File: src/hdl/gat_pkg.sv
package gat_pkg;

  ////////////////////
  // Accelerator geometry
  ////////////////////
  localparam int GAT_NUM_SPARSE  = 12;  // Sparse items per node group
  localparam int GAT_NUM_LANES   = 16;  // Sparse PE lanes
  localparam int GAT_LANE_W      = 12;
  localparam int GAT_LANE_SEL_W  = 4;

  ////////////////////
  // Memory ports
  ////////////////////
  localparam int GAT_WH_ADDR_W   = 14;  // Weight memory port A
  localparam int GAT_FEAT_ADDR_W = 16;  // Feature memory port A

  typedef logic [GAT_LANE_W-1:0]      lane_t;
  typedef lane_t [GAT_NUM_LANES-1:0]  sppe_bus_t;
  typedef logic [GAT_LANE_SEL_W-1:0]  lane_sel_t;

  typedef logic [GAT_WH_ADDR_W-1:0]   wh_addr_t;
  typedef logic [GAT_FEAT_ADDR_W-1:0] feat_addr_t;

  // Feature writes at or above this land in the high region
  localparam feat_addr_t FEAT_HIGH_ADDR = 16'd43328;

endpackage

File: src/hdl/dbg_pkg.sv
package dbg_pkg;

  ////////////////////
  // Register map
  ////////////////////
  localparam int REG_ADDR_W = 3;
  localparam int REG_DATA_W = 32;

  typedef logic [REG_ADDR_W-1:0] reg_addr_t;
  typedef logic [REG_DATA_W-1:0] reg_data_t;

  localparam reg_addr_t REG_ID        = 3'd0;  // RO
  localparam reg_addr_t REG_STICKY    = 3'd1;  // W1C
  localparam reg_addr_t REG_CAP_ADDR0 = 3'd2;
  localparam reg_addr_t REG_CAP_ADDR1 = 3'd3;
  localparam reg_addr_t REG_CAP_LANE  = 3'd4;
  localparam reg_addr_t REG_CAP_DATA0 = 3'd5;  // RO
  localparam reg_addr_t REG_CAP_DATA1 = 3'd6;  // RO
  localparam reg_addr_t REG_SM_COUNT  = 3'd7;  // Any write clears

  ////////////////////
  // Sticky flag positions
  ////////////////////
  localparam int NUM_FLAGS      = 9;
  localparam int FLAG_AGGR_RDY  = 0;
  localparam int FLAG_AGGR_VLD  = 1;
  localparam int FLAG_SM_RDY    = 2;
  localparam int FLAG_SM_VLD    = 3;
  localparam int FLAG_DMVM_RDY  = 4;
  localparam int FLAG_DMVM_VLD  = 5;
  localparam int FLAG_SPMM_RDY  = 6;
  localparam int FLAG_SPMM_VLD  = 7;
  localparam int FLAG_FEAT_HIGH = 8;

  typedef logic [NUM_FLAGS-1:0] flags_t;

  // ID register is the tag over the sparse item count
  localparam logic [23:0] DBG_ID_TAG   = 24'hA7D0B6;
  localparam reg_data_t   DBG_ID_VALUE = {DBG_ID_TAG, 8'(gat_pkg::GAT_NUM_SPARSE)};

  typedef enum logic [1:0] {
    IDLE,
    ACK,
    WAIT_DROP
  } acc_state_e;

endpackage

File: src/hdl/dbg_if.sv
`timescale 1ns/1ps

interface dbg_if;

  // Configuration, owned by the register block
  gat_pkg::wh_addr_t  cap_addr0;
  gat_pkg::wh_addr_t  cap_addr1;
  gat_pkg::lane_sel_t cap_lane;
  dbg_pkg::flags_t    sticky_clr;  // One-cycle mask
  logic               cnt_clr;     // One-cycle pulse

  // Status back from the monitors
  dbg_pkg::flags_t    flags;
  dbg_pkg::reg_data_t cap_data0;
  dbg_pkg::reg_data_t cap_data1;
  dbg_pkg::reg_data_t sm_count;

  modport regs (
    output cap_addr0, cap_addr1, cap_lane, sticky_clr, cnt_clr,
    input  flags, cap_data0, cap_data1, sm_count
  );

  modport sticky (
    input  sticky_clr,
    output flags
  );

  modport capture (
    input  cap_addr0, cap_addr1, cap_lane, cnt_clr,
    output cap_data0, cap_data1, sm_count
  );

endinterface

File: src/hdl/dbg_regs.sv
`timescale 1ns/1ps

module dbg_regs (
  input  logic               clk,
  input  logic               rst_n,
  input  logic               host_req_i,
  input  logic               host_we_i,
  input  dbg_pkg::reg_addr_t host_addr_i,
  input  dbg_pkg::reg_data_t host_wdata_i,
  output logic               host_ack_o,
  output dbg_pkg::reg_data_t host_rdata_o,
  dbg_if.regs                cfg
);

  dbg_pkg::acc_state_e state;
  dbg_pkg::reg_addr_t  acc_addr;
  logic                acc_we;
  dbg_pkg::reg_data_t  acc_wdata;
  dbg_pkg::reg_data_t  rd_mux;
  logic                do_wr;

  ////////////////////
  // Access capture
  ////////////////////
  always_ff @(posedge clk) begin
    if (state == dbg_pkg::IDLE && host_req_i) begin
      acc_addr  <= host_addr_i;
      acc_we    <= host_we_i;
      acc_wdata <= host_wdata_i;
    end
  end

  assign do_wr = (state == dbg_pkg::ACK) && acc_we;  // Lands on the ack edge

  ////////////////////
  // Four-phase handshake
  ////////////////////
  always_ff @(posedge clk or negedge rst_n) begin
    if (!rst_n) begin
      state        <= dbg_pkg::IDLE;
      host_ack_o   <= 1'b0;
      host_rdata_o <= '0;
    end else begin
      case (state)
        dbg_pkg::IDLE: begin
          if (host_req_i) state <= dbg_pkg::ACK;
        end
        dbg_pkg::ACK: begin
          host_ack_o   <= 1'b1;
          host_rdata_o <= rd_mux;
          state        <= dbg_pkg::WAIT_DROP;
        end
        dbg_pkg::WAIT_DROP: begin
          if (!host_req_i) begin
            host_ack_o <= 1'b0;
            state      <= dbg_pkg::IDLE;
          end
        end
        default: state <= dbg_pkg::IDLE;
      endcase
    end
  end

  ////////////////////
  // Configuration
  ////////////////////
  always_ff @(posedge clk or negedge rst_n) begin
    if (!rst_n) begin
      cfg.cap_addr0 <= '0;
      cfg.cap_addr1 <= '0;
      cfg.cap_lane  <= '0;
    end else if (do_wr) begin
      case (acc_addr)
        dbg_pkg::REG_CAP_ADDR0: cfg.cap_addr0 <= acc_wdata[gat_pkg::GAT_WH_ADDR_W-1:0];
        dbg_pkg::REG_CAP_ADDR1: cfg.cap_addr1 <= acc_wdata[gat_pkg::GAT_WH_ADDR_W-1:0];
        dbg_pkg::REG_CAP_LANE:  cfg.cap_lane  <= acc_wdata[gat_pkg::GAT_LANE_SEL_W-1:0];
        default: ;  // RO and clear-only indices
      endcase
    end
  end

  assign cfg.sticky_clr = (do_wr && acc_addr == dbg_pkg::REG_STICKY) ?
                          acc_wdata[dbg_pkg::NUM_FLAGS-1:0] : '0;
  assign cfg.cnt_clr    = do_wr && (acc_addr == dbg_pkg::REG_SM_COUNT);

  always_comb begin
    case (acc_addr)
      dbg_pkg::REG_ID:        rd_mux = dbg_pkg::DBG_ID_VALUE;
      dbg_pkg::REG_STICKY:    rd_mux = dbg_pkg::reg_data_t'(cfg.flags);
      dbg_pkg::REG_CAP_ADDR0: rd_mux = dbg_pkg::reg_data_t'(cfg.cap_addr0);
      dbg_pkg::REG_CAP_ADDR1: rd_mux = dbg_pkg::reg_data_t'(cfg.cap_addr1);
      dbg_pkg::REG_CAP_LANE:  rd_mux = dbg_pkg::reg_data_t'(cfg.cap_lane);
      dbg_pkg::REG_CAP_DATA0: rd_mux = cfg.cap_data0;
      dbg_pkg::REG_CAP_DATA1: rd_mux = cfg.cap_data1;
      dbg_pkg::REG_SM_COUNT:  rd_mux = cfg.sm_count;
      default:                rd_mux = '0;
    endcase
  end

  // Ack only ever answers a request that is being held
  a_ack_after_req: assert property (
    @(posedge clk) disable iff (!rst_n)
    $rose(host_ack_o) |-> $past(host_req_i)
  );

endmodule

File: src/hdl/dbg_sticky.sv
`timescale 1ns/1ps

module dbg_sticky (
  input  logic                clk,
  input  logic                rst_n,
  input  logic                spmm_vld_i,
  input  logic                spmm_rdy_i,
  input  logic                dmvm_vld_i,
  input  logic                dmvm_rdy_i,
  input  logic                sm_vld_i,
  input  logic                sm_rdy_i,
  input  logic                aggr_vld_i,
  input  logic                aggr_rdy_i,
  input  logic                feat_bram_ena_i,
  input  gat_pkg::feat_addr_t feat_bram_addra_i,
  dbg_if.sticky               mon
);

  dbg_pkg::flags_t probe_vec;
  logic            feat_high_wr;

  assign feat_high_wr = feat_bram_ena_i && (feat_bram_addra_i >= gat_pkg::FEAT_HIGH_ADDR);

  ////////////////////
  // Probe vector
  ////////////////////
  always_comb begin
    probe_vec                          = '0;
    probe_vec[dbg_pkg::FLAG_AGGR_RDY]  = aggr_rdy_i;
    probe_vec[dbg_pkg::FLAG_AGGR_VLD]  = aggr_vld_i;
    probe_vec[dbg_pkg::FLAG_SM_RDY]    = sm_rdy_i;
    probe_vec[dbg_pkg::FLAG_SM_VLD]    = sm_vld_i;
    probe_vec[dbg_pkg::FLAG_DMVM_RDY]  = dmvm_rdy_i;
    probe_vec[dbg_pkg::FLAG_DMVM_VLD]  = dmvm_vld_i;
    probe_vec[dbg_pkg::FLAG_SPMM_RDY]  = spmm_rdy_i;
    probe_vec[dbg_pkg::FLAG_SPMM_VLD]  = spmm_vld_i;
    probe_vec[dbg_pkg::FLAG_FEAT_HIGH] = feat_high_wr;
  end

  always_ff @(posedge clk or negedge rst_n) begin
    if (!rst_n) begin
      mon.flags <= '0;
    end else begin
      mon.flags <= (mon.flags & ~mon.sticky_clr) | probe_vec;  // Set beats clear
    end
  end

  // A sampled probe must show in the flags even when the host clears it
  a_probe_sets_flag: assert property (
    @(posedge clk) disable iff (!rst_n)
    (probe_vec != '0) |=> ((mon.flags & $past(probe_vec)) == $past(probe_vec))
  );

endmodule

File: src/hdl/dbg_capture.sv
`timescale 1ns/1ps

module dbg_capture (
  input  logic               clk,
  input  logic               rst_n,
  input  logic               spmm_rdy_i,
  input  logic               sm_vld_i,
  input  gat_pkg::wh_addr_t  wh_bram_addra_i,
  input  gat_pkg::sppe_bus_t sppe_i,
  dbg_if.capture             mon
);

  gat_pkg::lane_t lane_val;
  logic           hit0;
  logic           hit1;

  assign lane_val = sppe_i[mon.cap_lane];

  // Capture only while spmm accepts data
  assign hit0 = spmm_rdy_i && (wh_bram_addra_i == mon.cap_addr0);
  assign hit1 = spmm_rdy_i && (wh_bram_addra_i == mon.cap_addr1);

  ////////////////////
  // Lane capture slots
  ////////////////////
  always_ff @(posedge clk or negedge rst_n) begin
    if (!rst_n) begin
      mon.cap_data0 <= '0;
      mon.cap_data1 <= '0;
    end else begin
      if (hit0) mon.cap_data0 <= dbg_pkg::reg_data_t'(lane_val);
      if (hit1) mon.cap_data1 <= dbg_pkg::reg_data_t'(lane_val);
    end
  end

  ////////////////////
  // Softmax activity
  ////////////////////
  always_ff @(posedge clk or negedge rst_n) begin
    if (!rst_n) begin
      mon.sm_count <= '0;
    end else if (mon.cnt_clr) begin
      mon.sm_count <= '0;  // Drops a same-cycle increment
    end else if (sm_vld_i) begin
      mon.sm_count <= mon.sm_count + 1'b1;
    end
  end

  // Lane select written by the host must address an existing lane
  a_lane_in_range: assert property (
    @(posedge clk) disable iff (!rst_n)
    $unsigned(mon.cap_lane) < gat_pkg::GAT_NUM_LANES
  );

endmodule

File: src/hdl/gat_debug_top.sv
`timescale 1ns/1ps

module gat_debug_top (
  input  logic                clk,
  input  logic                rst_n,

  // Stage handshakes
  input  logic                spmm_vld_i,
  input  logic                spmm_rdy_i,
  input  logic                dmvm_vld_i,
  input  logic                dmvm_rdy_i,
  input  logic                sm_vld_i,
  input  logic                sm_rdy_i,
  input  logic                aggr_vld_i,
  input  logic                aggr_rdy_i,

  // Memory probes
  input  gat_pkg::sppe_bus_t  sppe_i,
  input  gat_pkg::wh_addr_t   wh_bram_addra_i,
  input  logic                feat_bram_ena_i,
  input  gat_pkg::feat_addr_t feat_bram_addra_i,

  // Host access
  input  logic                host_req_i,
  input  logic                host_we_i,
  input  dbg_pkg::reg_addr_t  host_addr_i,
  input  dbg_pkg::reg_data_t  host_wdata_i,
  output logic                host_ack_o,
  output dbg_pkg::reg_data_t  host_rdata_o
);

  dbg_if u_dbg_if ();

  dbg_regs u_dbg_regs (
    .clk          (clk),
    .rst_n        (rst_n),
    .host_req_i   (host_req_i),
    .host_we_i    (host_we_i),
    .host_addr_i  (host_addr_i),
    .host_wdata_i (host_wdata_i),
    .host_ack_o   (host_ack_o),
    .host_rdata_o (host_rdata_o),
    .cfg          (u_dbg_if.regs)
  );

  dbg_sticky u_dbg_sticky (
    .clk               (clk),
    .rst_n             (rst_n),
    .spmm_vld_i        (spmm_vld_i),
    .spmm_rdy_i        (spmm_rdy_i),
    .dmvm_vld_i        (dmvm_vld_i),
    .dmvm_rdy_i        (dmvm_rdy_i),
    .sm_vld_i          (sm_vld_i),
    .sm_rdy_i          (sm_rdy_i),
    .aggr_vld_i        (aggr_vld_i),
    .aggr_rdy_i        (aggr_rdy_i),
    .feat_bram_ena_i   (feat_bram_ena_i),
    .feat_bram_addra_i (feat_bram_addra_i),
    .mon               (u_dbg_if.sticky)
  );

  dbg_capture u_dbg_capture (
    .clk             (clk),
    .rst_n           (rst_n),
    .spmm_rdy_i      (spmm_rdy_i),
    .sm_vld_i        (sm_vld_i),
    .wh_bram_addra_i (wh_bram_addra_i),
    .sppe_i          (sppe_i),
    .mon             (u_dbg_if.capture)
  );

endmodule

File: config.mk
export PLATFORM = sky130hd
export DESIGN_NAME = gat_debug_top
export DESIGN_NICKNAME = d
export VERILOG_FILES = /design/src/hdl/gat_pkg.sv /design/src/hdl/dbg_pkg.sv /design/src/hdl/dbg_if.sv /design/src/hdl/dbg_regs.sv /design/src/hdl/dbg_sticky.sv /design/src/hdl/dbg_capture.sv /design/src/hdl/gat_debug_top.sv
export SDC_FILE = /design/constraint.sdc
export NUM_CORES = 1
export LEC_CHECK = 0
export BUFFER_PORTS_ARGS = -buffer_cell sky130_fd_sc_hd__buf_2
export CAP_MARGIN = 10
export CORE_MARGIN = 2
export CORE_UTILIZATION = 50
export CTS_CLUSTER_DIAMETER = 40
export DETAILED_ROUTE_END_ITERATION = 8
export PLACE_DENSITY = 0.77
export SYNTH_ARGS = -nofsm -noshare
export SYNTH_HDL_FRONTEND = slang
export SYNTH_SLANG_ARGS = --single-unit
export TNS_END_PERCENT = 100
File: constraint.sdc
create_clock -name clk -period 2.4 [get_ports clk]
set_input_delay 0.12 -clock clk [delete_from_list [all_inputs] [get_ports clk]]
set_output_delay 0.12 -clock clk [all_outputs]
set_load 0.03 [all_outputs]
* Word-level counts from Yosys, hierarchy flattened
Cells that the tools add are included.
** Storage, ports and cells
- Input bits :: 270
- Output and inout bits :: 33
- Bits in registers :: 150
- Logic and storage cells :: 59
** Cells by class
- Multiplexer cells :: 11
- $lt $le $gt $ge :: 2
- Equal/unequal tests :: 13
- Bitwise gates (word level) :: 3
- Reductions and logical operators :: 16
- $add $sub $neg :: 1
** Operators with widths (number)
- $pmux 32 s8 :: 1
- $mux 32 :: 2
- $bmux 12 s4 :: 1
- $add 32x1->32 const B :: 1
- $eq 14x14->1 :: 2
- $ge 16x16->1 const B :: 1
- $eq 3x3->1 const B :: 4
- $mux 12 :: 1
- $reduce_and 2->1 :: 5
- $and 9x9->9 :: 1
- $mux 9 :: 1
- $not 9->9 :: 1
- $or 9x9->9 :: 1
- $logic_and 1x1->1 :: 7
- $eq 3x2->1 const B :: 2
- $pmux 2 s3 :: 1
- $lt 4x5->1 const B :: 1
- $mux 2 :: 2
- $ne 2x2->1 const B :: 2
- $reduce_bool 2->1 :: 2
- $eq 3x1->1 const B :: 1
- $logic_not 3->1 :: 1
- $eq 2x1->1 const B :: 1
- $eq 2x2->1 const B :: 1
- other kinds (3) :: 3

* Logic depth before layout (Yosys ltp)
Gate-level depths: netlist of the first run.
- Depth in word-level cells :: 7
- Gate-level depth with buffers :: 7

* Hierarchy
A second synthesis of the first run with hierarchy kept.
** Second synthesis, totals
- Cell total of the unflattened synthesis :: 852
- Area, all modules :: 9344.0 um^2
** Modules (own cells, without submodules)
- dbg_capture :: area an instance 4712.0 um^2, cells each 434, sequential area each 1401.3 um^2, instances 1
- dbg_regs :: area an instance 4269.1 um^2, cells each 385, sequential area each 2217.1 um^2, instances 1
- dbg_sticky :: area an instance 362.8 um^2, cells each 33, sequential area each 225.2 um^2, instances 1

* Worst setup path after synthesis of the first run
Ideal clock, no wire load.
- Path type :: register to register
- Start :: reg u_dbg_regs.state[1]
- End :: reg u_dbg_regs.acc_addr[0] (enable)
- Buffers on the path :: 0
- Slack :: 164 ps
- Data required time :: 1980 ps
- Cell stages (with the launch flop) :: 2
- Arrival time :: 1816 ps
- Cells stage by stage :: dfrtp_1 -> nor3b_1
** On the way
- Longest elaborated chain between the ends :: 2
** RTL lines
- start, declared :: line dbg_regs.sv:15 : dbg_pkg::acc_state_e state;
- start signal, assigned :: line dbg_regs.sv:40 : state <= dbg_pkg::IDLE;
- start signal, assigned :: line dbg_regs.sv:46 : if (host_req_i) state <= dbg_pkg::ACK;
- start signal, assigned :: line dbg_regs.sv:51 : state <= dbg_pkg::WAIT_DROP;
- $logic_not 2->1 :: line dbg_regs.sv:26 : if (state == dbg_pkg::IDLE && host_req_i) begin
- $logic_and 1x1->1 :: line dbg_regs.sv:26
- end signal, assigned :: line dbg_regs.sv:27 : acc_addr <= host_addr_i;
- end, declared :: line dbg_regs.sv:16 : dbg_pkg::reg_addr_t acc_addr;
No other way between the ends.
A chain may end at the register's enable or synchronous reset.

* Worst setup path in the final report of the first run
- Start :: reg u_dbg_regs.acc_addr[0]
- End :: reg u_dbg_sticky.mon.flags[8]
** On the way
- Longest elaborated chain between the ends :: 6
** RTL lines
- $eq 3x1->1 :: line dbg_regs.sv:82 : assign cfg.sticky_clr = (do_wr && acc_addr == dbg_pkg::REG_STICKY) ?
- $logic_and 1x1->1 :: line dbg_regs.sv:82
- $mux 9 :: line dbg_regs.sv:82
- $not 9->9 :: line dbg_sticky.sv:44 : mon.flags <= (mon.flags & ~mon.sticky_clr) | probe_vec;
- $and 9x9->9 :: line dbg_sticky.sv:44
- $or 9x9->9 :: line dbg_sticky.sv:44
- end signal, assigned :: line dbg_sticky.sv:44
- end, declared :: line dbg_if.sv:25 : output flags
No other way between the ends.

==> results of run 1 <==
per-stage QoR:
stage	total power, uW	setup WS (ns)	area [um^2]
3_5_place_dp	8260	0.364	10100
3_3_place_gp	8150	0.408	10100
6_report	11100	0.0648	11000
4_1_cts	11100	0.154	11000
5_1_grt	11700	0.00743	11000
2_1_floorplan	6810	0.164	8290
worst max-delay path by stage:
stage / start / slack, ns / endpoint
3_5_place_dp: u_dbg_regs.cfg.cap_lane[0] / 0.36 / u_dbg_capture.mon.cap_data0[7]
3_3_place_gp: u_dbg_regs.cfg.cap_lane[0] / 0.41 / u_dbg_capture.mon.cap_data1[7]
6_report: u_dbg_regs.acc_addr[0] / 0.06 / u_dbg_sticky.mon.flags[8]
5_1_grt: u_dbg_regs.acc_addr[0] / 0.007 / u_dbg_sticky.mon.flags[8]
2_1_floorplan: u_dbg_regs.state[1] / 0.16 / u_dbg_regs.acc_addr[0]
4_1_cts: u_dbg_regs.acc_addr[0] / 0.15 / u_dbg_sticky.mon.flags[8]
what timing repair did:
action                     CTS  global route
resized for setup            0             0
hold endpoints to repair    70             0
hold buffers                30             0
setup endpoints to repair    0             0
cells in the final DEF, fill, tap and decap left out, drive strengths merged, types with 3 or more instances in the layout:
cell type,count
bufinv,4
mux2i,9
buf,311
nor3,3
xnor2,33
clkinv,6
nand2,81
a221oi,11
nand3,30
o21ai,47
a21oi,20
clkinvlp,4
and2,4
or4,4
and3,8
a21o,11
edfxtp,18
dlygate4sd3,30
a22o,28
nor4,4
mux4,50
nand4,22
o31ai,3
inv,4
o2bb2ai,3
nor2b,3
xor2,19
nor2,80
mux2,44
clkbuf,17
or3,4
dfrtp,132
routing by layer:
metal | track usage, % | vias up | share of wire (%)
li1 | - | 3359 | -
met1 | 37.6 | 3644 | 40
met2 | 48.4 | 329 | 51
met3 | 6.74 | 44 | 6.4
met4 | 10.5 | 0 | 2.7
met5 | 0 | - | 0
synthesized netlist by cell type (2+ instances only):
library cell / instances
dfrtp_1: 132
a22oi_1: 2
a221oi_1: 11
or3_1: 4
edfxtp_1: 18
buf_2: 11
and3_1: 8
nor2b_1: 3
mux4_2: 50
nand2_1: 81
nor4_1: 2
xnor2_1: 33
mux2_2: 44
nor3_1: 3
a31oi_1: 2
clkbuf_1: 29
a22o_1: 28
inv_1: 2
a21oi_1: 20
o2bb2ai_1: 3
nand4_1: 20
nand3_1: 30
nor2_1: 80
o31ai_1: 3
nor3b_1: 2
buf_4: 2
and2_1: 4
a21o_1: 11
o21ai_0: 47
or4_1: 4
mux2i_1: 9
buf_1: 8
xor2_1: 19
cell type report:
cell class / instances / area [um^2]
Timing Repair Buffer: 341 / 2000
Clock buffer: 17 / 425
Multi-Input combinational cell: 536 / 4230
Clock inverter: 15 / 204
Sequential cell: 150 / 3850
Tap cell: 220 / 275
Inverter: 3 / 11.3
Fill cell: 1185 / 5410
cell families (layout without fill, tap and decap cells):
group / Yosys count / after routing
AND/OR/NAND/NOR: 249 / 249
flip-flops: 150 / 150
AO/OA/AOI/OAI: 131 / 131
multiplexers: 103 / 103
buffers and inverters: 54 / 376
XOR/XNOR: 52 / 52
adder cells (fa/ha/maj): 1 / 1
state kept, by name, indices dropped and copies added (netlist names):
name / count
u_dbg_regs.host_rdata_o: 32
u_dbg_capture.mon.cap_data1: 12
u_dbg_sticky.mon.flags: 9
u_dbg_regs.acc_wdata: 14
u_dbg_capture.mon.cap_data0: 12
u_dbg_regs.cfg.cap_lane: 4
u_dbg_regs.state: 2
u_dbg_regs.cfg.cap_addr1: 14
u_dbg_regs.acc_we: 1
u_dbg_regs.host_ack_o: 1
u_dbg_regs.acc_addr: 3
u_dbg_capture.mon.sm_count: 32
u_dbg_regs.cfg.cap_addr0: 14
where the power goes:
| part | internal [uW] | switching, uW |
|---|---|---|
| registers | 3190 | 704 |
| clock network | 1740 | 1080 |
| logic | 2150 | 2240 |
==> results by stage, run 1 <==
Drt:
- The vias after detailed routing is between 7,000 and 8,000.
- The number of nets with antenna violations after routing is 0.
- The mean routed wirelength per cell is between 15 and 20 um.
- The number of DRC markers in iteration 0 is between 500 and 600.
- Using the TritonRoute via totals, the vias-per-cell ratio works out to between 5 and 6.
- The number of detailed-route iterations in the first pass is 5.
- In the routed design, unresolved DRC markers number 0.
- The total wirelength of the detailed-routed design is 25,000 um.

Die:
- The area of the die is 17,600 um^2.
- The core region is 16,400 um^2.
- For this configuration, the core starts out at a cell density of roughly half.
- The site row count is 47.
- The number of top-level pins is slightly above 300.
- The floorplan step set the die height to 133 um.
- The horizontal die dimension is approximately 130 um.

Worst setup path:
- The end of the worst register-to-register path is u_dbg_sticky.mon.flags[8].
- The signal on the critical path passes through buf_4 -> nand2_1 -> nor3_1 -> buf_4 -> nand2_1 -> o2bb2ai_1 -> dlygate4sd3_1.
- Along the worst path, the maximum fanout reaches 14.
- The slack of the worst reg-to-reg path is approximately 0.065 ns.
- The dominant delay contributor by cell family on the critical path is buffers and inverters.
- The cell with the largest stage delay on the worst path is edfxtp_1.
- The start-to-end type of the worst setup path is reg -> reg.
- At the worst endpoint, the required time is about 2.7 ns.
- The category of the worst setup path capture point is a register.
- In this run the critical register-to-register path is launched from u_dbg_regs.acc_addr[0].
- The number of cell instances on the worst register-to-register path is 7.
- The arrival time of the worst setup path is roughly 2.6 ns.
- The logic depth of the worst setup path including buffers is 7.
- The startpoint class of the critical path is a register.
- The buffer and inverter count on the worst path is 3.
- In this design, the stage delay of the slowest critical-path cell is about 0.71 ns.

STA:
- The final count of pins violating max slew is 0.
- The measured slew at the worst slew-check pin is 0.870 ns.
- The worst pin sits at a relative slew slack of a little over two fifths.
- The time the final worst path needs with I/O delays and setup is between 2 and 2.5 ns.
- On the final layout, the worst hold slack is between 0.1 and 0.15 ns.
- After layout, the worst path uses a little over nine tenths of the clock period.
- The count of endpoints failing setup in the final report is 0.
- The maximum clock frequency is 428 MHz.
- The setup skew after layout is 0.00802 ns.
- Summed over all failing endpoints, the final setup total negative slack is 0 ns.
- Setup repair after global routing left no endpoint under its margin.
- The hold violation total from the final report is 0.

GRT:
- Entering global routing, the biggest net connects 46 pins.
- The via count of the first global-routing pass is 7,363.
- The total congestion overflow is 0.
- The global-route wire length before repair is between 30,000 and 40,000 um.
- The number of antenna violations at the first check in global routing was 0.
- The global routing usage summed across all routing layers is around 29%.

Synth:
- Of the total synthesized cell area, the portion taken by full adders, half adders and majority gates is less than 1%.
- Synthesis produced a netlist with a net count of between 1,000 and 1,500.
- After synthesis, the share of cell area in mux cells is 20.6%.
- The area share of and/or/nand/nor cells after synthesis is between 10 and 15%.
- Summing the areas of all compound-gate instances in the mapped netlist gives about a tenth of the synthesized area.
- After synthesis, the cell types taking the most area are dfrtp_1, mux4_2, edfxtp_1.
- Sequential cells were found to cover between 40% and 50% of the synthesized design area.
- The number of warnings printed during yosys synthesis is 0.
- After synthesis, the largest area contributor takes up between 30% and 40% of total cell area.
- Synthesis produced between 700 and 800 cells.
- The number of enable-type register cells in the synthesized netlist is 18.
- The total standard cell area after synthesis is between 8000 and 9000 um^2.
- The cell type with the largest total area after synthesis is dfrtp_1.
- The average instance in the mapped netlist occupies 11.2 um^2.
- Counting flops with an async set or reset pin after synthesis yields a share of about 90%.
- The post-synthesis xor/xnor area fraction is under 10%.
- Among all flip-flop cells after synthesis, the most frequent one is dfrtp_1.
- The main combinational cell family by area after synthesis is multiplexers.
- Synthesis inferred 150 register bits.
- Synthesis instantiated between 40 and 50 different standard cells from the library.

Cells and area:
- At the end of the flow, the number of nets in the layout was 1,320.
- The share of cells above drive strength 1 is 41.8%.
- Relative to the synthesized area, the layout overhead comes to 32.6%.
- Cells fill 67.0% of the core in the end.
- The post-route non-filler standard cell count is between 1,000 and 1,500.
- The antenna diode count is 0.

Clocking:
- The total clock sinks is 150.
- For the worst-skew pair, the clock arrives at the later sink with an insertion delay of 0.43 ns.
- The TritonCTS buffer count is 17.
- The clock tree root driver cell is clkbuf_16.
- The clock transition at the register clock pins on the worst setup and hold paths after CTS is around 0.06 ns.
- The worst-case clock buffer depth is 2.
- The H-tree level count is 4.
- The CTS tree is built.
- Buffers added to address setup during post-CTS repair amount to 0.

Hold path:
- The worst hold path passes through 2 cells.
- In this run the most critical hold path is launched from sm_vld_i.
- For hold timing, the worst endpoint is u_dbg_sticky.mon.flags[3].
- The kind of path behind the tightest hold check is in -> reg.

Placement:
- Port buffering added approximately 280 buffers.
- The final weighted congestion in routability-driven placement is between 0.9 and 1.
- The HPWL after detailed placement is 19,000 um.
- The instance count after placement with tap cells included is between 1,000 and 1,500.

Flow run:
- The max-cap check violation count is 0.

Outcome:
- The run finished with clean final reports.

Pwr:
- IR analysis of the VDD net gives a maximum drop of slightly below 0.6 mV.
- The power density over the cells is 1010 nW/um^2.
- The leakage power total is roughly 0.0050 uW.
No activity file was read; power rests on OpenSTA's default activity.
==> run 2, diff against run 1 <==
--- a/config.mk
+++ b/config.mk
@@ -8,10 +8,10 @@
 export BUFFER_PORTS_ARGS = -buffer_cell sky130_fd_sc_hd__buf_2
 export CAP_MARGIN = 10
 export CORE_MARGIN = 2
-export CORE_UTILIZATION = 50
+export CORE_UTILIZATION = 45
 export CTS_CLUSTER_DIAMETER = 40
 export DETAILED_ROUTE_END_ITERATION = 8
-export PLACE_DENSITY = 0.77
+export PLACE_DENSITY = 0.73
 export SYNTH_ARGS = -nofsm -noshare
 export SYNTH_HDL_FRONTEND = slang
 export SYNTH_SLANG_ARGS = --single-unit
==> constraint.sdc (replaced) <==
create_clock -name clk -period 2.1 [get_ports clk]
set_input_delay 0.105 -clock clk [delete_from_list [all_inputs] [get_ports clk]]
set_output_delay 0.105 -clock clk [all_outputs]
set_load 0.03 [all_outputs]
==> run 2 against run 1 <==
Highest routed layer unchanged. Global-route usage shrank 2.2 points. Worst hold slack lost 0.056 ns. Wire length grew 5.1%. Largest power group unchanged. Critical endpoint is now u_dbg_capture.mon.sm_count[27]. Design area grew 0.60%. Core utilization shrank 5.6 points. Setup slack gained 0.046 ns. Clock skew is essentially flat. Die area grew 11%.
==> results by stage, run 2 (synthesized netlist as in run 1, its figures left out) <==
Cells and area:
- The post-route core utilization is 61.4% (-5.6 points).
- The share of cells above drive strength 1 came to 42.1% (+0.34 points).
- The leading cell type in the layout, fill and taps excluded is buf_2.
- The final net count is 1,328 (+0.61%).
- In the final layout, the registers with the most flip-flops are u_dbg_capture.mon.sm_count (32), u_dbg_regs.host_rdata_o (32).
- From synthesis to final layout, the design area changed by 33.4%.
- The post-route non-filler standard cell count is 1,305 (+1.8%).
- In the layout the commonest cells are buf_2, dfrtp_1, nand2_1.

Drt:
- The number of DRC violations after detailed routing was 0 (unchanged).
- The total wirelength of the detailed-routed design is 26,200 um (+5.1%).
- The number of nets with antenna violations after routing was 0 (unchanged).
- The number of DRC markers in iteration 0 came to 542 (-3.4%).
- The number of detailed-route iterations in the first pass is 5 (unchanged).
- The mean routed wirelength per cell is 20.1 um (+3.2%).
- The routed via count divided by cell count is 5.63 (-2.1%).
- The vias after detailed routing was 7,352 (-0.33%).

Pwr:
- The leakage power total came to 0.00504 uW (+0.59%).
- The power after layout is 12,600 uW (+14%).
- The worst supply voltage drop on vdd came to 0.746 mV (+26%).
- The power density over the cells is 1140 nW/um^2 (+13%).

Worst setup path:
- The worst setup path is launched from a register.
- The cell with the largest stage delay on the worst path is nor4_4.
- The start-to-end type of the worst setup path is reg -> reg.
- STA classifies the critical path endpoint as a register.
- The maximum fanout along the worst path came to 6 (-8).
- The arrival time of the worst setup path is 2.34 ns (-0.30 ns).
- Traced cell by cell, the critical path runs through nand3_1 -> nor4_4 -> nand4_2 -> or3_1 -> a21oi_1.
- The endpoint required time on the critical path is 2.45 ns (-0.26 ns).
- The peak per-stage delay on the critical path is 0.48 ns (-0.23 ns).

STA:
- The final sum of negative setup slack is 0 ns (unchanged).
- The count of endpoints failing setup in the final report is 0 (unchanged).
- The time the final worst path needs with I/O delays and setup is 1.99 ns (-0.346 ns).
- The hold violation total from the final report was 0 (unchanged).
- Setup repair after global routing left no endpoint under its margin.
- The headroom to the max-slew limit is 40.8% (-1.1 points).
- The final count of pins violating max slew is 0 (unchanged).
- The setup skew after layout is 0.00801 ns (-0.0000116 ns).
- The maximum clock frequency is 503 MHz (+17%).
- The measured slew at the worst slew-check pin is 0.886 ns (+0.0167 ns).
- The final period utilization is 94.7% (-2.6 points).

Clocking:
- The post-CTS resize count is 0 (unchanged).
- The clock transition at the register clock pins on the worst setup and hold paths after CTS came to 0.06 ns (about the same).
- The TritonCTS buffer count is 17 (unchanged).
- The H-tree level count is 4 (unchanged).
- The total clock sinks was 150 (unchanged).
- The tree is rooted in a clkbuf_16.
- The worst-case clock buffer depth is 2 (unchanged).
- TritonCTS built the clock tree.
- The latest clock arrival within the worst-skew pair came to 0.43 ns (about the same).

Placement:
- The final weighted congestion in routability-driven placement came to 0.887 (-4.3%).
- The number of buffer cells added on primary ports is 278 (unchanged).
- The HPWL after detailed placement is 19,900 um (+4.6%).
- The instance count after placement with tap cells included is 1,234 (+1.1%).

Die:
- The starting density of the core is 46.0% (-4.5 points).
- The horizontal die dimension is 140 um (+5.2%).
- The area of the die was 19,500 um^2 (+11%).
- The number of top-level pins is 303 (unchanged).
- The standard cell core area is 18,000 um^2 (+9.9%).
- The die height is 140 um (+5.2%).
- The site row count is 49 (+4.3%).

Flow run:
- The max-cap check violation count is 0 (unchanged).

GRT:
- The number of antenna violations at the first check in global routing is 5 (+5).
- The maximum number of pins on one net before global-route repair is 61 (+33%).
- The global-route wire length before repair is 40,500 um (+2.5%).
- The global routing usage summed across all routing layers is 26.9% (-2.2 points).
- The via count of the first global-routing pass came to 7,409 (+0.62%).
- The total congestion overflow was 0 (unchanged).

Outcome:
- The flow ran to the end, and the final reports show no timing, DRC or antenna violations.

Hold path:
- The kind of path behind the tightest hold check is in -> reg.
==> run 2: changes by cell type in the layout (fill, tap and decap cells not counted), sizes merged <==
| cell | previous run | this run |
|---|---|---|
| clkinv | 6 | 5 |
| inv | 4 | 7 |
| buf | 311 | 318 |
| dlygate4sd3 | 30 | 31 |
| bufinv | 4 | 2 |
| diode | 0 | 6 |
==> run 2: repair_timing <==
item,CTS,global route
hold buffers,31,0
endpoints found under the setup margin,0,2
endpoints found under the hold margin,61,0
buffers inserted,0,2
==> run 2: worst paths after layout <==
check                                              start                              to  slack, ns  depth (start not counted)
setup reg to reg           u_dbg_capture.mon.sm_count[5]  u_dbg_capture.mon.sm_count[27]       0.11                          5
hold reg to reg              u_dbg_regs.host_rdata_o[21]     u_dbg_regs.host_rdata_o[21]       0.46                          2
max in group asynchronous                          rst_n      u_dbg_regs.cfg.cap_lane[0]       1.22                          3
hold / removal                                  sm_vld_i       u_dbg_sticky.mon.flags[3]       0.05                          2
min in group asynchronous                          rst_n     u_dbg_regs.host_rdata_o[19]       0.18                          2
setup / recovery           u_dbg_capture.mon.sm_count[5]  u_dbg_capture.mon.sm_count[27]       0.11                          5
==> run 2: area by class of cell <==
| class | instances | area (um^2) |
|---|---|---|
| Fill cell | 1468 | 6960 |
| Antenna cell | 6 | 15.0 |
| Inverter | 3 | 11.3 |
| Multi-Input combinational cell | 536 | 4230 |
| Clock buffer | 17 | 425 |
| Tap cell | 229 | 287 |
| Clock inverter | 15 | 169 |
| Sequential cell | 150 | 3850 |
| Timing Repair Buffer | 349 | 2080 |
==> run 2: metrics by stage <==
step	worst slack (ns)	hold slack, ns	instance area [um^2]
floorplan	0.272	-0.191	8290
global placement	0.186	0.0978	10100
detailed placement	0.0968	0.0987	10100
CTS	0.0822	0.0290	11000
global route	0.0187	0.0553	11100
finish	0.111	0.0469	11100
==> run 2: layer usage <==
metal / routed length [um] / GRT usage [%]
met1: 10500 / 34.0
met2: 13100 / 44.7
met3: 1800 / 5.57
met4: 850 / 12.3
met5: 0 / 0
==> run 2: power by group <==
group | switching (uW) | internal (uW)
combinational | 2680 | 2480
sequential | 725 | 3650
clock | 1310 | 1770
total | 4710 | 7910
==> run 2: worst max-delay path: cells and delay by family (launching register included) <==
kind	cells	cell delay, ns
AO/OA/AOI/OAI	1	0.16
flip-flops	1	0.46
AND/OR/NAND/NOR	4	1.29
==> run 3, diff against run 2 <==
--- a/config.mk
+++ b/config.mk
@@ -11,6 +11,7 @@
 export CORE_UTILIZATION = 45
 export CTS_CLUSTER_DIAMETER = 40
 export DETAILED_ROUTE_END_ITERATION = 8
+export GPL_TIMING_DRIVEN = 0
 export PLACE_DENSITY = 0.73
 export SYNTH_ARGS = -nofsm -noshare
 export SYNTH_HDL_FRONTEND = slang
==> run 3 against run 2 <==
Non-clock buffer count grew 13. Die area is the same. Worst hold slack gained 0.12 ns. Highest routed layer unchanged. Global-route usage grew 1.4 points.
==> results by stage, run 3 (synthesized netlist as in run 1, its figures left out) <==
Outcome:
- The flow ran to the end, and the final reports show no timing, DRC or antenna violations.

Cells and area:
- The combined area of the multi-input logic cells came to 4290 um^2 (+1.6%).
- The share of cells above drive strength 1 is 41.5% (-0.69 points).
- The sequential standard cell area is 3840 um^2 (-0.13%).
- In the final layout, the registers with the most flip-flops are u_dbg_capture.mon.sm_count (32), u_dbg_regs.host_rdata_o (32).
- Leaving out fill and tap cells, the most frequent cell in the layout is buf_2.
- The post-route non-filler standard cell count came to 1,316 (+0.84%).
- The final cell area excluding filler cells was 11,100 um^2 (about the same).
- The synthesis-to-layout area growth is 33.5% (about the same).
- The post-route core utilization came to 61.4% (about the same).
- Leaving out fill and tap cells, the most frequent cells in the layout are buf_2, dfrtp_1, nand2_1.
- The number of fill cells was 1,452 (-1.1%).
- The final net count is 1,341 (+0.98%).

Flow run:
- The max-cap check violation count was 0 (unchanged).

Die:
- The horizontal die dimension was 140 um (unchanged).
- The number of top-level pins is 303 (unchanged).
- The area of the die was 19,500 um^2 (unchanged).
- The site row count was 49 (unchanged).
- The standard cell core area was 18,000 um^2 (unchanged).
- The die height came to 140 um (unchanged).
- The starting density of the core is 46.0% (unchanged).

Drt:
- The mean routed wirelength per cell came to 20.8 um (+3.7%).
- The number of DRC violations after detailed routing is 0 (unchanged).
- The number of DRC markers in iteration 0 is 588 (+8.5%).
- The number of detailed-route iterations in the first pass is 5 (unchanged).
- The total wirelength of the detailed-routed design is 27,400 um (+4.6%).
- The number of nets with antenna violations after routing was 0 (unchanged).
- The vias after detailed routing was 7,631 (+3.8%).
- The routed via count divided by cell count is 5.80 (+2.9%).

Pwr:
- The switching power is 4740 uW (+0.55%).
- The leakage power total came to 0.00505 uW (+0.37%).
- The worst supply voltage drop on vdd is 0.847 mV (+13%).
- The power density over the cells is 1140 nW/um^2 (+0.17%).
- The switching power share of the total came to 37.5% (+0.13 points).
- The power share of the sequential group was 34.7% (about the same).
- The cell-internal power is 7900 uW (about the same).
- The proportion of power drawn by combinational gates is 42.1% (+1.2 points).
- The clock share of power was 23.2% (-1.2 points).

GRT:
- The global-route wire length before repair is 42,200 um (+4.2%).
- The total congestion overflow was 0 (unchanged).
- The global routing usage summed across all routing layers is 28.3% (+1.4 points).
- The number of antenna violations at the first check in global routing is 4 (-1).
- The via count of the first global-routing pass is 7,883 (+6.4%).
- The maximum number of pins on one net before global-route repair is 90 (+48%).

Placement:
- The final weighted congestion in routability-driven placement is 0.963 (+8.5%).
- The instance count after placement with tap cells included was 1,249 (+1.2%).
- The number of buffer cells added on primary ports is 277 (-0.36%).
- The pre-CTS setup slack came to -0.284 ns (-0.381 ns).
- The HPWL after detailed placement is 21,000 um (+5.5%).
- The post-placement cell area was 10,000 um^2 (-0.95%).

STA:
- The setup skew after layout is 0.0104 ns (+0.00236 ns).
- The time the final worst path needs with I/O delays and setup is 2.03 ns (+0.0376 ns).
- The hold violation total from the final report is 0 (unchanged).
- The measured slew at the worst slew-check pin is 0.587 ns (-0.300 ns).
- The smallest setup slack after layout was 0.0735 ns (-0.0376 ns).
- The count of endpoints failing setup in the final report came to 0 (unchanged).
- The final period utilization is 96.5% (+1.8 points).
- The headroom to the max-slew limit came to 60.9% (+20 points).
- Setup repair after global routing left no endpoint under its margin.
- The final count of pins violating max slew came to 0 (unchanged).
- The maximum clock frequency came to 493 MHz (-1.9%).
- The worst hold slack after final layout is 0.164 ns (+0.117 ns).

Worst setup path:
- The category of the worst setup path capture point is a register.
- The setup path with the least slack is of type reg -> reg.
- The endpoint required time on the critical path is 2.41 ns (-0.04 ns).
- STA classifies the critical path startpoint as a register.
- The arrival time of the worst setup path is 2.34 ns (about the same).
- The maximum fanout along the worst path is 10 (+4).

Clocking:
- The clock tree root driver cell is clkbuf_16.
- The latest clock arrival within the worst-skew pair is 0.43 ns (about the same).
- The total clock sinks was 150 (unchanged).
- The clock transition at the register clock pins on the worst setup and hold paths after CTS is 0.06 ns (about the same).
- The H-tree level count was 4 (unchanged).
- The worst-case clock buffer depth came to 2 (unchanged).
- The CTS tree is built.
- The TritonCTS buffer count came to 17 (unchanged).

Hold path:
- The min-delay analysis places its worst path in the category in -> async.
-- run 3: cell count changes in the layout (fill, tap and decap cells not counted), moves of 3 or more --
| cell | previous run | this run |
|---|---|---|
| inv_6 | 5 | 0 |
| clkbuf_4 | 0 | 3 |
| clkinv_4 | 4 | 0 |
| buf_2 | 277 | 286 |
| buf_12 | 6 | 1 |
| buf_6 | 0 | 4 |
| clkinvlp_4 | 4 | 1 |
| clkbuf_1 | 0 | 22 |
| clkinv_2 | 0 | 3 |
| clkbuf_2 | 0 | 9 |
| buf_4 | 35 | 10 |
-- run 3: power groups by stage --
stage,clock network [uW],logic (uW),registers [uW]
final,2940,5320,4380
after global routing,3100,5750,4460
after CTS,2970,5250,4340
after detailed placement,0,5130,4370
after global placement,0,4990,4350
after floorplan,0,3210,4580
-- run 3: repair_timing --
action | in CTS | in global routing
pin swaps | 0 | 2
hold buffers | 32 | 0
setup endpoints to repair | 74 | 82
hold endpoints to repair | 72 | 0
gates resized for setup | 25 | 27
buffers inserted | 0 | 4
-- run 3: through the flow --
stage,power [uW],TNS (ns)
after floorplan,7790,0
after global placement,9340,-117.83
after detailed placement,9500,-7.92
after CTS,12600,-0.226
after global routing,13300,0
final,12600,0
-- run 3: area by class of cell --
type | instances | area share [%]
diodes | 4 | 0.0905
plain buffers | 46 | 2.28
clock buffers | 27 | 4.37
clock inverters | 5 | 0.679
inverters | 3 | 0.136
multi-input cells | 536 | 38.8
flip-flops and latches | 150 | 34.7
well taps | 229 | 2.59
repair buffers | 316 | 16.3
-- run 3: worst paths after layout --
path / start / endpoint / slack (ns) / cells past startpoint
setup reg to reg: u_dbg_regs.state[1] / u_dbg_regs.cfg.cap_addr1[13] / 0.07 / 5
max in group asynchronous: rst_n / u_dbg_regs.cfg.cap_addr0[6] / 1.14 / 3
setup / recovery: u_dbg_regs.state[1] / u_dbg_regs.cfg.cap_addr1[13] / 0.07 / 5
min in group clk: wh_bram_addra_i[8] / u_dbg_capture.mon.cap_data0[1] / 0.23 / 5
hold reg to reg: u_dbg_regs.host_rdata_o[17] / u_dbg_regs.host_rdata_o[17] / 0.46 / 2
hold / removal: rst_n / u_dbg_regs.host_rdata_o[16] / 0.16 / 2
-- run 3: per-layer routing --
layer	wire [um]	part of all wire [%]	GRT usage (%)
met1	10600	39	35.3
met2	13400	49	45.1
met3	2350	8.6	8.09
met4	1120	4.1	14.4
met5	0	0	0
-- run 3: critical path, cell delays in order, from the launching register on --
cell and delay, ns:
dfrtp_1 0.45, and2b_1 0.29, nand2_1 0.16, nor3_4 0.37, buf_4 0.28, mux2_2 0.36
